### src/rtl/rob_pkg.sv
// Reorder buffer shared definitions
// Sizes of the buffer and the dispatch group, the commit id type,
// the lane index type and the exception cause encoding.

package rob_pkg;

  // --------------------
  // sizes
  // --------------------
  localparam int unsigned DISP_SIZE  = 2;   // lanes per dispatch group
  localparam int unsigned ENTRY_NUM  = 8;   // groups held in the buffer
  localparam int unsigned ENTRY_W    = 3;   // entry index width
  localparam int unsigned CMT_ID_W   = 4;   // entry index plus wrap bit
  localparam int unsigned DONE_PORTS = 2;   // completion report ports
  localparam int unsigned XLEN       = 32;  // pc and tval width

  // --------------------
  // types
  // --------------------

  // commit id, msb toggles on every pass through the entries
  typedef logic [CMT_ID_W-1:0] cmt_id_t;

  // lane inside a group
  typedef logic [0:0] lane_t;

  // riscv exception causes seen at commit
  typedef enum logic [3:0] {
    INST_ADDR_MISALIGN = 4'd0,
    INST_ACC_FAULT     = 4'd1,
    ILLEGAL_INST       = 4'd2,
    BREAKPOINT         = 4'd3,
    LOAD_ACC_FAULT     = 4'd5,
    STORE_ACC_FAULT    = 4'd7
  } except_e;

  // --------------------
  // helpers
  // --------------------

  // fetch side faults report the faulting pc as tval
  function automatic logic is_pc_tval(except_e cause);
    return (cause == INST_ADDR_MISALIGN) || (cause == INST_ACC_FAULT);
  endfunction

endpackage

### src/rtl/rob_ctrl.sv
// Reorder buffer control
// Keeps the dispatch (tail) and commit (head) ids, decides when the
// head group retires, returns one credit per commit and raises the
// kill pulse for the entry array on a flushing commit.

`timescale 1ns/1ps

module rob_ctrl (
  input  logic             i_clk,
  input  logic             i_reset_n,

  input  logic             i_disp_valid,   // a group is dispatched this cycle
  input  logic             i_head_done,    // every valid lane of the head is done
  input  logic             i_flush,        // head commit carries a live exception

  output rob_pkg::cmt_id_t o_tail_id,
  output rob_pkg::cmt_id_t o_head_id,
  output logic             o_kill,
  output logic             o_cmt_valid,
  output logic             o_credit_return
);

  rob_pkg::cmt_id_t r_tail_id;
  rob_pkg::cmt_id_t r_head_id;
  logic             w_commit;

  // --------------------
  // id increment
  // --------------------

  // wrap the index at the last entry and toggle the msb
  function automatic rob_pkg::cmt_id_t next_id(rob_pkg::cmt_id_t id);
    rob_pkg::cmt_id_t nxt;
    if (int'(id[rob_pkg::ENTRY_W-1:0]) == rob_pkg::ENTRY_NUM - 1) begin
      nxt = {~id[rob_pkg::CMT_ID_W-1], {rob_pkg::ENTRY_W{1'b0}}};
    end else begin
      nxt = id + rob_pkg::cmt_id_t'(1);
    end
    return nxt;
  endfunction

  // --------------------
  // commit decision
  // --------------------

  // no back-pressure on commit, a done head leaves right away
  assign w_commit = i_head_done;

  assign o_cmt_valid     = w_commit;
  assign o_credit_return = w_commit;      // one credit per retired group
  assign o_kill          = w_commit & i_flush;

  // --------------------
  // pointers
  // --------------------
  always_ff @(posedge i_clk or negedge i_reset_n) begin
    if (!i_reset_n) begin
      r_tail_id <= '0;
    end else if (i_disp_valid) begin
      r_tail_id <= next_id(r_tail_id);
    end
  end

  always_ff @(posedge i_clk or negedge i_reset_n) begin
    if (!i_reset_n) begin
      r_head_id <= '0;
    end else if (w_commit) begin
      r_head_id <= next_id(r_head_id);
    end
  end

  // killed groups stay in place and drain one per cycle
  assign o_tail_id = r_tail_id;
  assign o_head_id = r_head_id;

endmodule

### src/rtl/rob_entry_array.sv
// Reorder buffer entry storage
// One entry per dispatch group. Loads a group at the tail, absorbs
// completion reports from the execution ports, marks younger groups
// killed on a flush and presents the head entry to the commit logic.

`timescale 1ns/1ps

module rob_entry_array (
  input  logic                            i_clk,
  input  logic                            i_reset_n,

  // dispatch
  input  logic                            i_disp_valid,
  input  logic [rob_pkg::DISP_SIZE-1:0]   i_disp_lane_valid,
  input  logic [rob_pkg::XLEN-1:0]        i_disp_pc,
  input  logic [rob_pkg::DISP_SIZE-1:0]   i_disp_illegal,

  // control
  input  rob_pkg::cmt_id_t                i_tail_id,
  input  rob_pkg::cmt_id_t                i_head_id,
  input  logic                            i_kill,
  input  logic                            i_cmt_valid,

  // completion reports
  input  logic                            i_done_valid       [rob_pkg::DONE_PORTS],
  input  rob_pkg::cmt_id_t                i_done_cmt_id      [rob_pkg::DONE_PORTS],
  input  rob_pkg::lane_t                  i_done_lane        [rob_pkg::DONE_PORTS],
  input  logic                            i_done_except      [rob_pkg::DONE_PORTS],
  input  rob_pkg::except_e                i_done_except_type [rob_pkg::DONE_PORTS],
  input  logic [rob_pkg::XLEN-1:0]        i_done_tval        [rob_pkg::DONE_PORTS],
  input  logic                            i_done_mispredict  [rob_pkg::DONE_PORTS],

  // head read-out
  output logic [rob_pkg::DISP_SIZE-1:0]   o_head_grp,
  output logic [rob_pkg::DISP_SIZE-1:0]   o_head_killed,
  output logic [rob_pkg::XLEN-1:0]        o_head_pc,
  output logic [rob_pkg::DISP_SIZE-1:0]   o_head_except,
  output rob_pkg::except_e                o_head_except_type [rob_pkg::DISP_SIZE],
  output logic [rob_pkg::XLEN-1:0]        o_head_tval        [rob_pkg::DISP_SIZE],
  output logic [rob_pkg::DISP_SIZE-1:0]   o_head_mispredict,
  output logic                            o_head_done
);

  // --------------------
  // entry state
  // --------------------
  logic [rob_pkg::ENTRY_NUM-1:0] r_valid;
  logic [rob_pkg::ENTRY_NUM-1:0] r_id_msb;                      // wrap bit at load
  logic [rob_pkg::DISP_SIZE-1:0] r_grp        [rob_pkg::ENTRY_NUM];
  logic [rob_pkg::DISP_SIZE-1:0] r_done       [rob_pkg::ENTRY_NUM];
  logic [rob_pkg::DISP_SIZE-1:0] r_killed     [rob_pkg::ENTRY_NUM];
  logic [rob_pkg::DISP_SIZE-1:0] r_except     [rob_pkg::ENTRY_NUM];
  logic [rob_pkg::DISP_SIZE-1:0] r_mispredict [rob_pkg::ENTRY_NUM];
  logic [rob_pkg::XLEN-1:0]      r_pc         [rob_pkg::ENTRY_NUM];
  rob_pkg::except_e              r_except_type [rob_pkg::ENTRY_NUM][rob_pkg::DISP_SIZE];
  logic [rob_pkg::XLEN-1:0]      r_tval        [rob_pkg::ENTRY_NUM][rob_pkg::DISP_SIZE];

  logic [rob_pkg::DISP_SIZE-1:0] w_port_hit [rob_pkg::ENTRY_NUM][rob_pkg::DONE_PORTS];
  logic [rob_pkg::DISP_SIZE-1:0] w_rpt_hit  [rob_pkg::ENTRY_NUM];
  logic [rob_pkg::ENTRY_W-1:0]   w_tail_idx;
  logic [rob_pkg::ENTRY_W-1:0]   w_head_idx;

  assign w_tail_idx = i_tail_id[rob_pkg::ENTRY_W-1:0];
  assign w_head_idx = i_head_id[rob_pkg::ENTRY_W-1:0];

  // report match on full commit id and lane, pending lanes only
  always_comb begin
    for (int e = 0; e < rob_pkg::ENTRY_NUM; e++) begin
      w_rpt_hit[e] = '0;
      for (int p = 0; p < rob_pkg::DONE_PORTS; p++) begin
        for (int l = 0; l < rob_pkg::DISP_SIZE; l++) begin
          w_port_hit[e][p][l] = i_done_valid[p] && r_valid[e] && r_grp[e][l] && !r_done[e][l] &&
                                (i_done_cmt_id[p] == {r_id_msb[e], e[rob_pkg::ENTRY_W-1:0]}) &&
                                (int'(i_done_lane[p]) == l);
        end
        w_rpt_hit[e] = w_rpt_hit[e] | w_port_hit[e][p];
      end
    end
  end

  // --------------------
  // valid, done, killed
  // --------------------
  always_ff @(posedge i_clk or negedge i_reset_n) begin
    if (!i_reset_n) begin
      r_valid <= '0;
      for (int e = 0; e < rob_pkg::ENTRY_NUM; e++) begin
        r_done[e]   <= '0;
        r_killed[e] <= '0;
      end
    end else begin
      for (int e = 0; e < rob_pkg::ENTRY_NUM; e++) begin
        if (i_disp_valid && (w_tail_idx == e[rob_pkg::ENTRY_W-1:0])) begin
          r_valid[e]  <= 1'b1;  // a group dispatched during a flush is born killed
          r_done[e]   <= i_disp_lane_valid & (i_disp_illegal | {rob_pkg::DISP_SIZE{i_kill}});
          r_killed[e] <= i_disp_lane_valid & {rob_pkg::DISP_SIZE{i_kill}};
        end else if (i_cmt_valid && (w_head_idx == e[rob_pkg::ENTRY_W-1:0])) begin
          r_valid[e] <= 1'b0;
        end else if (i_kill && r_valid[e]) begin
          r_done[e]   <= r_grp[e];
          r_killed[e] <= r_grp[e];
        end else begin
          r_done[e] <= r_done[e] | w_rpt_hit[e];
        end
      end
    end
  end

  // --------------------
  // payload
  // --------------------
  always_ff @(posedge i_clk) begin
    for (int e = 0; e < rob_pkg::ENTRY_NUM; e++) begin
      if (i_disp_valid && (w_tail_idx == e[rob_pkg::ENTRY_W-1:0])) begin
        r_id_msb[e]     <= i_tail_id[rob_pkg::CMT_ID_W-1];
        r_grp[e]        <= i_disp_lane_valid;
        r_pc[e]         <= i_disp_pc;
        r_except[e]     <= i_disp_lane_valid & i_disp_illegal & ~{rob_pkg::DISP_SIZE{i_kill}};
        r_mispredict[e] <= '0;
        for (int l = 0; l < rob_pkg::DISP_SIZE; l++) begin
          r_except_type[e][l] <= rob_pkg::ILLEGAL_INST;
          r_tval[e][l]        <= '0;                         // illegal at decode has no tval
        end
      end else if (i_kill && r_valid[e]) begin
        r_except[e]     <= '0;  // killed groups retire quietly
        r_mispredict[e] <= '0;
      end else begin
        for (int p = 0; p < rob_pkg::DONE_PORTS; p++) begin
          for (int l = 0; l < rob_pkg::DISP_SIZE; l++) begin
            if (w_port_hit[e][p][l]) begin
              r_except[e][l]      <= i_done_except[p];
              r_mispredict[e][l]  <= i_done_mispredict[p];
              r_except_type[e][l] <= i_done_except_type[p];
              r_tval[e][l]        <= i_done_tval[p];
            end
          end
        end
      end
    end
  end

  // --------------------
  // head read-out
  // --------------------
  assign o_head_grp         = r_grp[w_head_idx];
  assign o_head_killed      = r_killed[w_head_idx];
  assign o_head_pc          = r_pc[w_head_idx];
  assign o_head_except      = r_except[w_head_idx];
  assign o_head_except_type = r_except_type[w_head_idx];
  assign o_head_tval        = r_tval[w_head_idx];
  assign o_head_mispredict  = r_mispredict[w_head_idx];

  assign o_head_done = r_valid[w_head_idx] &&
                       (r_id_msb[w_head_idx] == i_head_id[rob_pkg::CMT_ID_W-1]) &&
                       ((r_done[w_head_idx] & r_grp[w_head_idx]) == r_grp[w_head_idx]);

endmodule

### src/rtl/rob_commit_sel.sv
// Reorder buffer commit selection
// Looks at the head group, picks the lowest lane that redirects the
// pc (exception or mispredict), builds the dead lane mask and works
// out cause, epc, tval and whether the commit flushes the pipe.

`timescale 1ns/1ps

module rob_commit_sel (
  input  logic [rob_pkg::DISP_SIZE-1:0] i_head_grp,
  input  logic [rob_pkg::DISP_SIZE-1:0] i_head_killed,
  input  logic [rob_pkg::XLEN-1:0]      i_head_pc,
  input  logic [rob_pkg::DISP_SIZE-1:0] i_head_except,
  input  rob_pkg::except_e              i_head_except_type [rob_pkg::DISP_SIZE],
  input  logic [rob_pkg::XLEN-1:0]      i_head_tval        [rob_pkg::DISP_SIZE],
  input  logic [rob_pkg::DISP_SIZE-1:0] i_head_mispredict,
  input  logic                          i_head_done,

  output logic [rob_pkg::DISP_SIZE-1:0] o_dead,
  output logic                          o_except_valid,
  output rob_pkg::except_e              o_except_type,
  output logic [rob_pkg::XLEN-1:0]      o_epc,
  output logic [rob_pkg::XLEN-1:0]      o_tval,
  output logic                          o_flush
);

  logic [rob_pkg::DISP_SIZE-1:0] w_redirect;   // lanes with exception or mispredict
  logic [rob_pkg::DISP_SIZE-1:0] w_after_sel;  // lanes younger than the selected one
  logic [rob_pkg::XLEN-1:0]      w_lane_off;
  rob_pkg::lane_t                w_sel;
  logic                          w_any;

  // --------------------
  // lane select
  // --------------------

  // scan downwards so the lowest redirecting lane wins
  always_comb begin
    w_redirect = (i_head_except | i_head_mispredict) & i_head_grp;
    w_sel      = '0;
    w_any      = 1'b0;
    for (int l = rob_pkg::DISP_SIZE - 1; l >= 0; l--) begin
      if (w_redirect[l]) begin
        w_sel = rob_pkg::lane_t'(l);
        w_any = 1'b1;
      end
    end
  end

  always_comb begin
    for (int l = 0; l < rob_pkg::DISP_SIZE; l++) begin
      w_after_sel[l] = w_any && (l > int'(w_sel));
    end
  end

  // killed lanes plus everything behind the redirect
  assign o_dead = (i_head_killed | w_after_sel) & i_head_grp;

  // --------------------
  // exception fields
  // --------------------
  assign o_except_valid = i_head_done & w_any & i_head_except[w_sel];
  assign o_except_type  = i_head_except_type[w_sel];

  always_comb begin
    w_lane_off = '0;
    w_lane_off[2 +: $bits(rob_pkg::lane_t)] = w_sel;   // 4 bytes per lane
  end

  assign o_epc  = i_head_pc + w_lane_off;
  assign o_tval = rob_pkg::is_pc_tval(o_except_type) ? o_epc : i_head_tval[w_sel];

  // a dead lane never flushes
  assign o_flush = o_except_valid & ~i_head_killed[w_sel];

endmodule

### src/rtl/rob_top.sv
// Reorder buffer top level
// Two lane dispatch, two completion ports, one group committed per
// cycle in order. Credit based flow control towards dispatch.

`timescale 1ns/1ps

module rob_top (
  input  logic                          i_clk,
  input  logic                          i_reset_n,

  // dispatch
  input  logic                          i_disp_valid,
  input  logic [rob_pkg::DISP_SIZE-1:0] i_disp_lane_valid,
  input  logic [rob_pkg::XLEN-1:0]      i_disp_pc,
  input  logic [rob_pkg::DISP_SIZE-1:0] i_disp_illegal,

  // completion reports
  input  logic                          i_done_valid       [rob_pkg::DONE_PORTS],
  input  rob_pkg::cmt_id_t              i_done_cmt_id      [rob_pkg::DONE_PORTS],
  input  rob_pkg::lane_t                i_done_lane        [rob_pkg::DONE_PORTS],
  input  logic                          i_done_except      [rob_pkg::DONE_PORTS],
  input  rob_pkg::except_e              i_done_except_type [rob_pkg::DONE_PORTS],
  input  logic [rob_pkg::XLEN-1:0]      i_done_tval        [rob_pkg::DONE_PORTS],
  input  logic                          i_done_mispredict  [rob_pkg::DONE_PORTS],

  // commit
  output logic                          o_cmt_valid,
  output rob_pkg::cmt_id_t              o_cmt_id,
  output logic [rob_pkg::DISP_SIZE-1:0] o_cmt_grp,
  output logic [rob_pkg::DISP_SIZE-1:0] o_cmt_dead,
  output logic                          o_cmt_except_valid,
  output rob_pkg::except_e              o_cmt_except_type,
  output logic [rob_pkg::XLEN-1:0]      o_cmt_epc,
  output logic [rob_pkg::XLEN-1:0]      o_cmt_tval,
  output logic                          o_cmt_flush,
  output logic                          o_credit_return
);

  // --------------------
  // internal wires
  // --------------------
  rob_pkg::cmt_id_t              w_tail_id;
  logic                          w_kill;
  logic                          w_head_done;
  logic [rob_pkg::DISP_SIZE-1:0] w_head_killed;
  logic [rob_pkg::XLEN-1:0]      w_head_pc;
  logic [rob_pkg::DISP_SIZE-1:0] w_head_except;
  rob_pkg::except_e              w_head_except_type [rob_pkg::DISP_SIZE];
  logic [rob_pkg::XLEN-1:0]      w_head_tval        [rob_pkg::DISP_SIZE];
  logic [rob_pkg::DISP_SIZE-1:0] w_head_mispredict;

  rob_ctrl u_ctrl (
    .i_clk           (i_clk),
    .i_reset_n       (i_reset_n),
    .i_disp_valid    (i_disp_valid),
    .i_head_done     (w_head_done),
    .i_flush         (o_cmt_flush),
    .o_tail_id       (w_tail_id),
    .o_head_id       (o_cmt_id),        // head id is the commit id
    .o_kill          (w_kill),
    .o_cmt_valid     (o_cmt_valid),
    .o_credit_return (o_credit_return)
  );

  rob_entry_array u_entries (
    .i_clk              (i_clk),
    .i_reset_n          (i_reset_n),
    .i_disp_valid       (i_disp_valid),
    .i_disp_lane_valid  (i_disp_lane_valid),
    .i_disp_pc          (i_disp_pc),
    .i_disp_illegal     (i_disp_illegal),
    .i_tail_id          (w_tail_id),
    .i_head_id          (o_cmt_id),
    .i_kill             (w_kill),
    .i_cmt_valid        (o_cmt_valid),
    .i_done_valid       (i_done_valid),
    .i_done_cmt_id      (i_done_cmt_id),
    .i_done_lane        (i_done_lane),
    .i_done_except      (i_done_except),
    .i_done_except_type (i_done_except_type),
    .i_done_tval        (i_done_tval),
    .i_done_mispredict  (i_done_mispredict),
    .o_head_grp         (o_cmt_grp),       // lane mask goes straight out
    .o_head_killed      (w_head_killed),
    .o_head_pc          (w_head_pc),
    .o_head_except      (w_head_except),
    .o_head_except_type (w_head_except_type),
    .o_head_tval        (w_head_tval),
    .o_head_mispredict  (w_head_mispredict),
    .o_head_done        (w_head_done)
  );

  rob_commit_sel u_commit_sel (
    .i_head_grp         (o_cmt_grp),
    .i_head_killed      (w_head_killed),
    .i_head_pc          (w_head_pc),
    .i_head_except      (w_head_except),
    .i_head_except_type (w_head_except_type),
    .i_head_tval        (w_head_tval),
    .i_head_mispredict  (w_head_mispredict),
    .i_head_done        (w_head_done),
    .o_dead             (o_cmt_dead),
    .o_except_valid     (o_cmt_except_valid),
    .o_except_type      (o_cmt_except_type),
    .o_epc              (o_cmt_epc),
    .o_tval             (o_cmt_tval),
    .o_flush            (o_cmt_flush)
  );

endmodule

### config.mk
export PLATFORM = sky130hd
export DESIGN_NAME = rob_top
export DESIGN_NICKNAME = d
export VERILOG_FILES = /design/src/rtl/rob_pkg.sv /design/src/rtl/rob_ctrl.sv /design/src/rtl/rob_entry_array.sv /design/src/rtl/rob_commit_sel.sv /design/src/rtl/rob_top.sv
export SDC_FILE = /design/constraint.sdc
export NUM_CORES = 2
export LEC_CHECK = 0
export BUFFER_PORTS_ARGS = -buffer_cell sky130_fd_sc_hd__buf_2
export CORE_ASPECT_RATIO = 1.1
export CORE_MARGIN = 4
export CORE_UTILIZATION = 50
export DETAILED_ROUTE_END_ITERATION = 8
export MAX_ROUTING_LAYER = met4
export PLACE_DENSITY_LB_ADDON = 0.15
export SLEW_MARGIN = 20
export SYNTH_ARGS = -nofsm -noshare
export SYNTH_HDL_FRONTEND = slang
export SYNTH_HIERARCHICAL = 1
export SYNTH_SLANG_ARGS = --single-unit
export TNS_END_PERCENT = 50
### constraint.sdc
create_clock -name i_clk -period 22.7 [get_ports i_clk]
set_input_delay 5.675 -clock i_clk [delete_from_list [all_inputs] [get_ports i_clk]]
set_output_delay 5.675 -clock i_clk [all_outputs]
set_load 0.02 [all_outputs]
==> out/metrics.cfg <==
[finish]
final_common_cell = edfxtp_1
final_cell_mix = edfxtp_1 (888), a22o_1 (576), mux4_2 (232), buf_2 (206), mux2_2 (151)
area_growth_pct = 10.88
design_area_mm2 = 0.05097
fin_nets = 3153
drive_gt1_frac = 0.2840
fin_util = 0.5592
fillCellCount = 7221

[critical_path]
worstSetupEndpointType = output port
cp.required_ps = 17020
critPathArrivalTime_ps = 6830
r2r_slack_ps = 14890
critPathMaxStageDelay_ps = 1020
path_class = reg2out
cp-start-kind = flip-flop
path_buf_inv = 4
crit_chain = buf_4 -> buf_4 -> buf_4 -> mux4_2 -> mux2_2 -> a2111oi_4 -> nor2_2 -> mux2_2 -> buf_2
cp_common_cell = buf_4
crit_family = buffers and inverters
crit_slowest_cell = dfrtp_4
cp_max_fo = 54

[yosys]
synth-seq-cells = 936
synth_cell_types = 81
netlist_area_mm2 = 0.04597
synth.yosys.seq_area_share = 0.6062
async_reset_ff_frac = 0.05128
synthXorXnorAreaFrac = 0.006478
synth_top_family_by_area = multiplexers
synth-simple-area-share = 0.05552
ys.flop_type = edfxtp_1
synth_edf_count = 888
netlist_instances = 3011
synthMuxAreaShare = 0.1585
synth.avg_cell_area_um2 = 15.27
syn_nets = 3144
synth_adder_area_share = 0.001633
synth-compound-area-share = 0.1351
synth_warnings = 6

[timing]
tns_ps = 0
drv_slew = 0
rsz0062_at_grt = false
period_share = 0.5510
setup_viol = 0
worstMarginPinSlew_ps = 1144
finClkSkew_ps = 28.29
timing.fmax_ghz = 0.07995
fin_crit_ps = 12510
hold_violations = 0
slew_headroom = 0.2373

[placement]
finalWeightedCongestion = 0.9523
port_buffers = 206
placed_cell_area_mm2 = 0.04771
dp_hpwl_um = 87840

[routing]
drc_errors = 0
vias_per_cell = 7.126
avgRoutedWirePerCell_um = 36.42
dr.pass1.iters = 6
drtIter0Drc = 3982
postRouteAntennaNets = 0
drt_wl_total_um = 156400
vias = 30608

[clock_network]
clkTransAtPathRegs_ps = 60
numCtsBuffers = 98
post_cts_buffers = 0
cts_tree = yes
clk_latency_ps = 680
htree_levels = 3
cts-resized-gates = 0
hold_buffers = 0
cts_max_path_buffers = 3
clkSinkCount = 936
root_buffer = clkbuf_16

[power]
p_leak_nw = 17.44
cellPowerDensity_mw_per_mm2 = 130.3
ir_drop_mv = 0.09491

[floorplanning]
num_rows = 116
ios = 207
start_util = 0.5044
die_h_um = 326.0
core_area_mm2 = 0.09115
die_w_um = 297.1
die_area_mm2 = 0.09686

[run]
drv_cap = 0

[grt]
grtUsageTotal = 0.3258
grt_pass1_vias = 30599
grt_overflow = 0
grt_pass1_wl_um = 221300
grt_antenna_before_repair = 22
grt_max_degree = 86

[worst_hold_path]
hp-class = reg2reg

[status]
status = finished clean

==> cells in the mapped netlist (all sizes together), types with 7 or more instances <==
library cell  count  area share
dfrtp            48       0.026
and3             22      0.0030
nand3b            8      0.0013
nor2b             8      0.0011
o21a              7      0.0011
inv              19      0.0016
nand4            15      0.0022
o21ai            83      0.0092
and4              9      0.0017
and2             22      0.0030
mux2i            34      0.0074
o211ai           10      0.0016
or4              10      0.0016
a31oi            15      0.0020
nand2           148       0.012
nor3             29      0.0038
mux2            153       0.037
buf             222       0.023
mux4            232        0.11
or3              11      0.0015
clkbuf          149       0.012
nor4bb           11      0.0024
nor4             23      0.0042
nor2             63      0.0057
nor3b             9      0.0016
nand2b           10      0.0014
edfxtp          888        0.58
o22ai             8      0.0011
a21oi            18      0.0020
nand3            47      0.0051
xnor2            20      0.0038
a22o            576        0.11
xor2             14      0.0027
==> final cells by class <==
| cell class | instances | area (µm²) | area share |
|---|---|---|---|
| diodes | 20 | 50.05 | 0.0009818 |
| clock buffers | 121 | 2623 | 0.05145 |
| clock inverters | 54 | 581.8 | 0.01141 |
| inverters | 20 | 75.07 | 0.001473 |
| multi-input cells | 1684 | 16690 | 0.3274 |
| flip-flops and latches | 936 | 27880 | 0.5469 |
| well taps | 1180 | 1476 | 0.02896 |
| repair buffers | 280 | 1599 | 0.03137 |
==> logic make-up (layout without fill, tap and decap cells) <==
group | count (synthesis) | count (layout)
DFF | 936 | 936
AOI/OAI and AO/OA | 761 | 761
and+or+nand+nor | 464 | 464
muxes | 419 | 419
buffers and inverters | 391 | 475
xor gates and xnor gates | 34 | 34
adders and majority gates | 6 | 6
other | 0 | 20
==> where the power goes <==
group          leakage [nW]  internal (mW)  switching (mW)  total (mW)
Combinational          7.04           1.01            1.66        2.68
Sequential             8.84           2.18           0.157        2.34
Clock                  1.56          0.944           0.679        1.62
==> sequential cells by signal, summed over array words and instances, names as in the netlist <==
name                     count
u_ctrl/o_head_id             4
u_ctrl/o_tail_id             4
u_entries/r_done            16
u_entries/r_except          16
u_entries/r_except_type     64
u_entries/r_grp             16
u_entries/r_id_msb           8
u_entries/r_killed          16
u_entries/r_mispredict      16
u_entries/r_pc             256
u_entries/r_tval           512
u_entries/r_valid            8
==> metrics by stage <==
step           hold WS (ps)  power [mW]  setup WS, ps  std cells
3_3_place_gp          531.9       5.005         11010       4100
6_report              564.8       6.640         10190       4295
5_1_grt               604.0       6.859          9923       4290
4_1_cts               569.6       6.650         10150       4275
3_5_place_dp          545.1       5.033         10910       4100
2_1_floorplan         480.9       4.003         12040       3011
==> metal layers <==
metal	GRT usage	share of wire	up-vias	wire [µm]
li1	-	-	12334	-
met1	0.4076	0.36	15753	56920
met2	0.4984	0.47	2108	72920
met3	0.07545	0.11	413	16990
met4	0.1725	0.061	0	9587
met5	-	0	-	0
==> final timing paths <==
kind | from | to | cells after the start
worst max-delay path | u_ctrl/o_head_id[1] | o_cmt_tval[10] | 9
max in group asynchronous | i_reset_n | u_ctrl/o_head_id[0] | 2
worst min register to register | u_ctrl/o_head_id[3] | u_ctrl/o_head_id[3] | 1
worst max register to register | u_ctrl/o_head_id[2] | u_entries/r_tval[3][8] | 16
worst min-delay path | u_ctrl/o_head_id[3] | u_ctrl/o_head_id[3] | 1
min in group asynchronous | i_reset_n | u_ctrl/o_head_id[3] | 2
(Power assumes the default switching activity.)
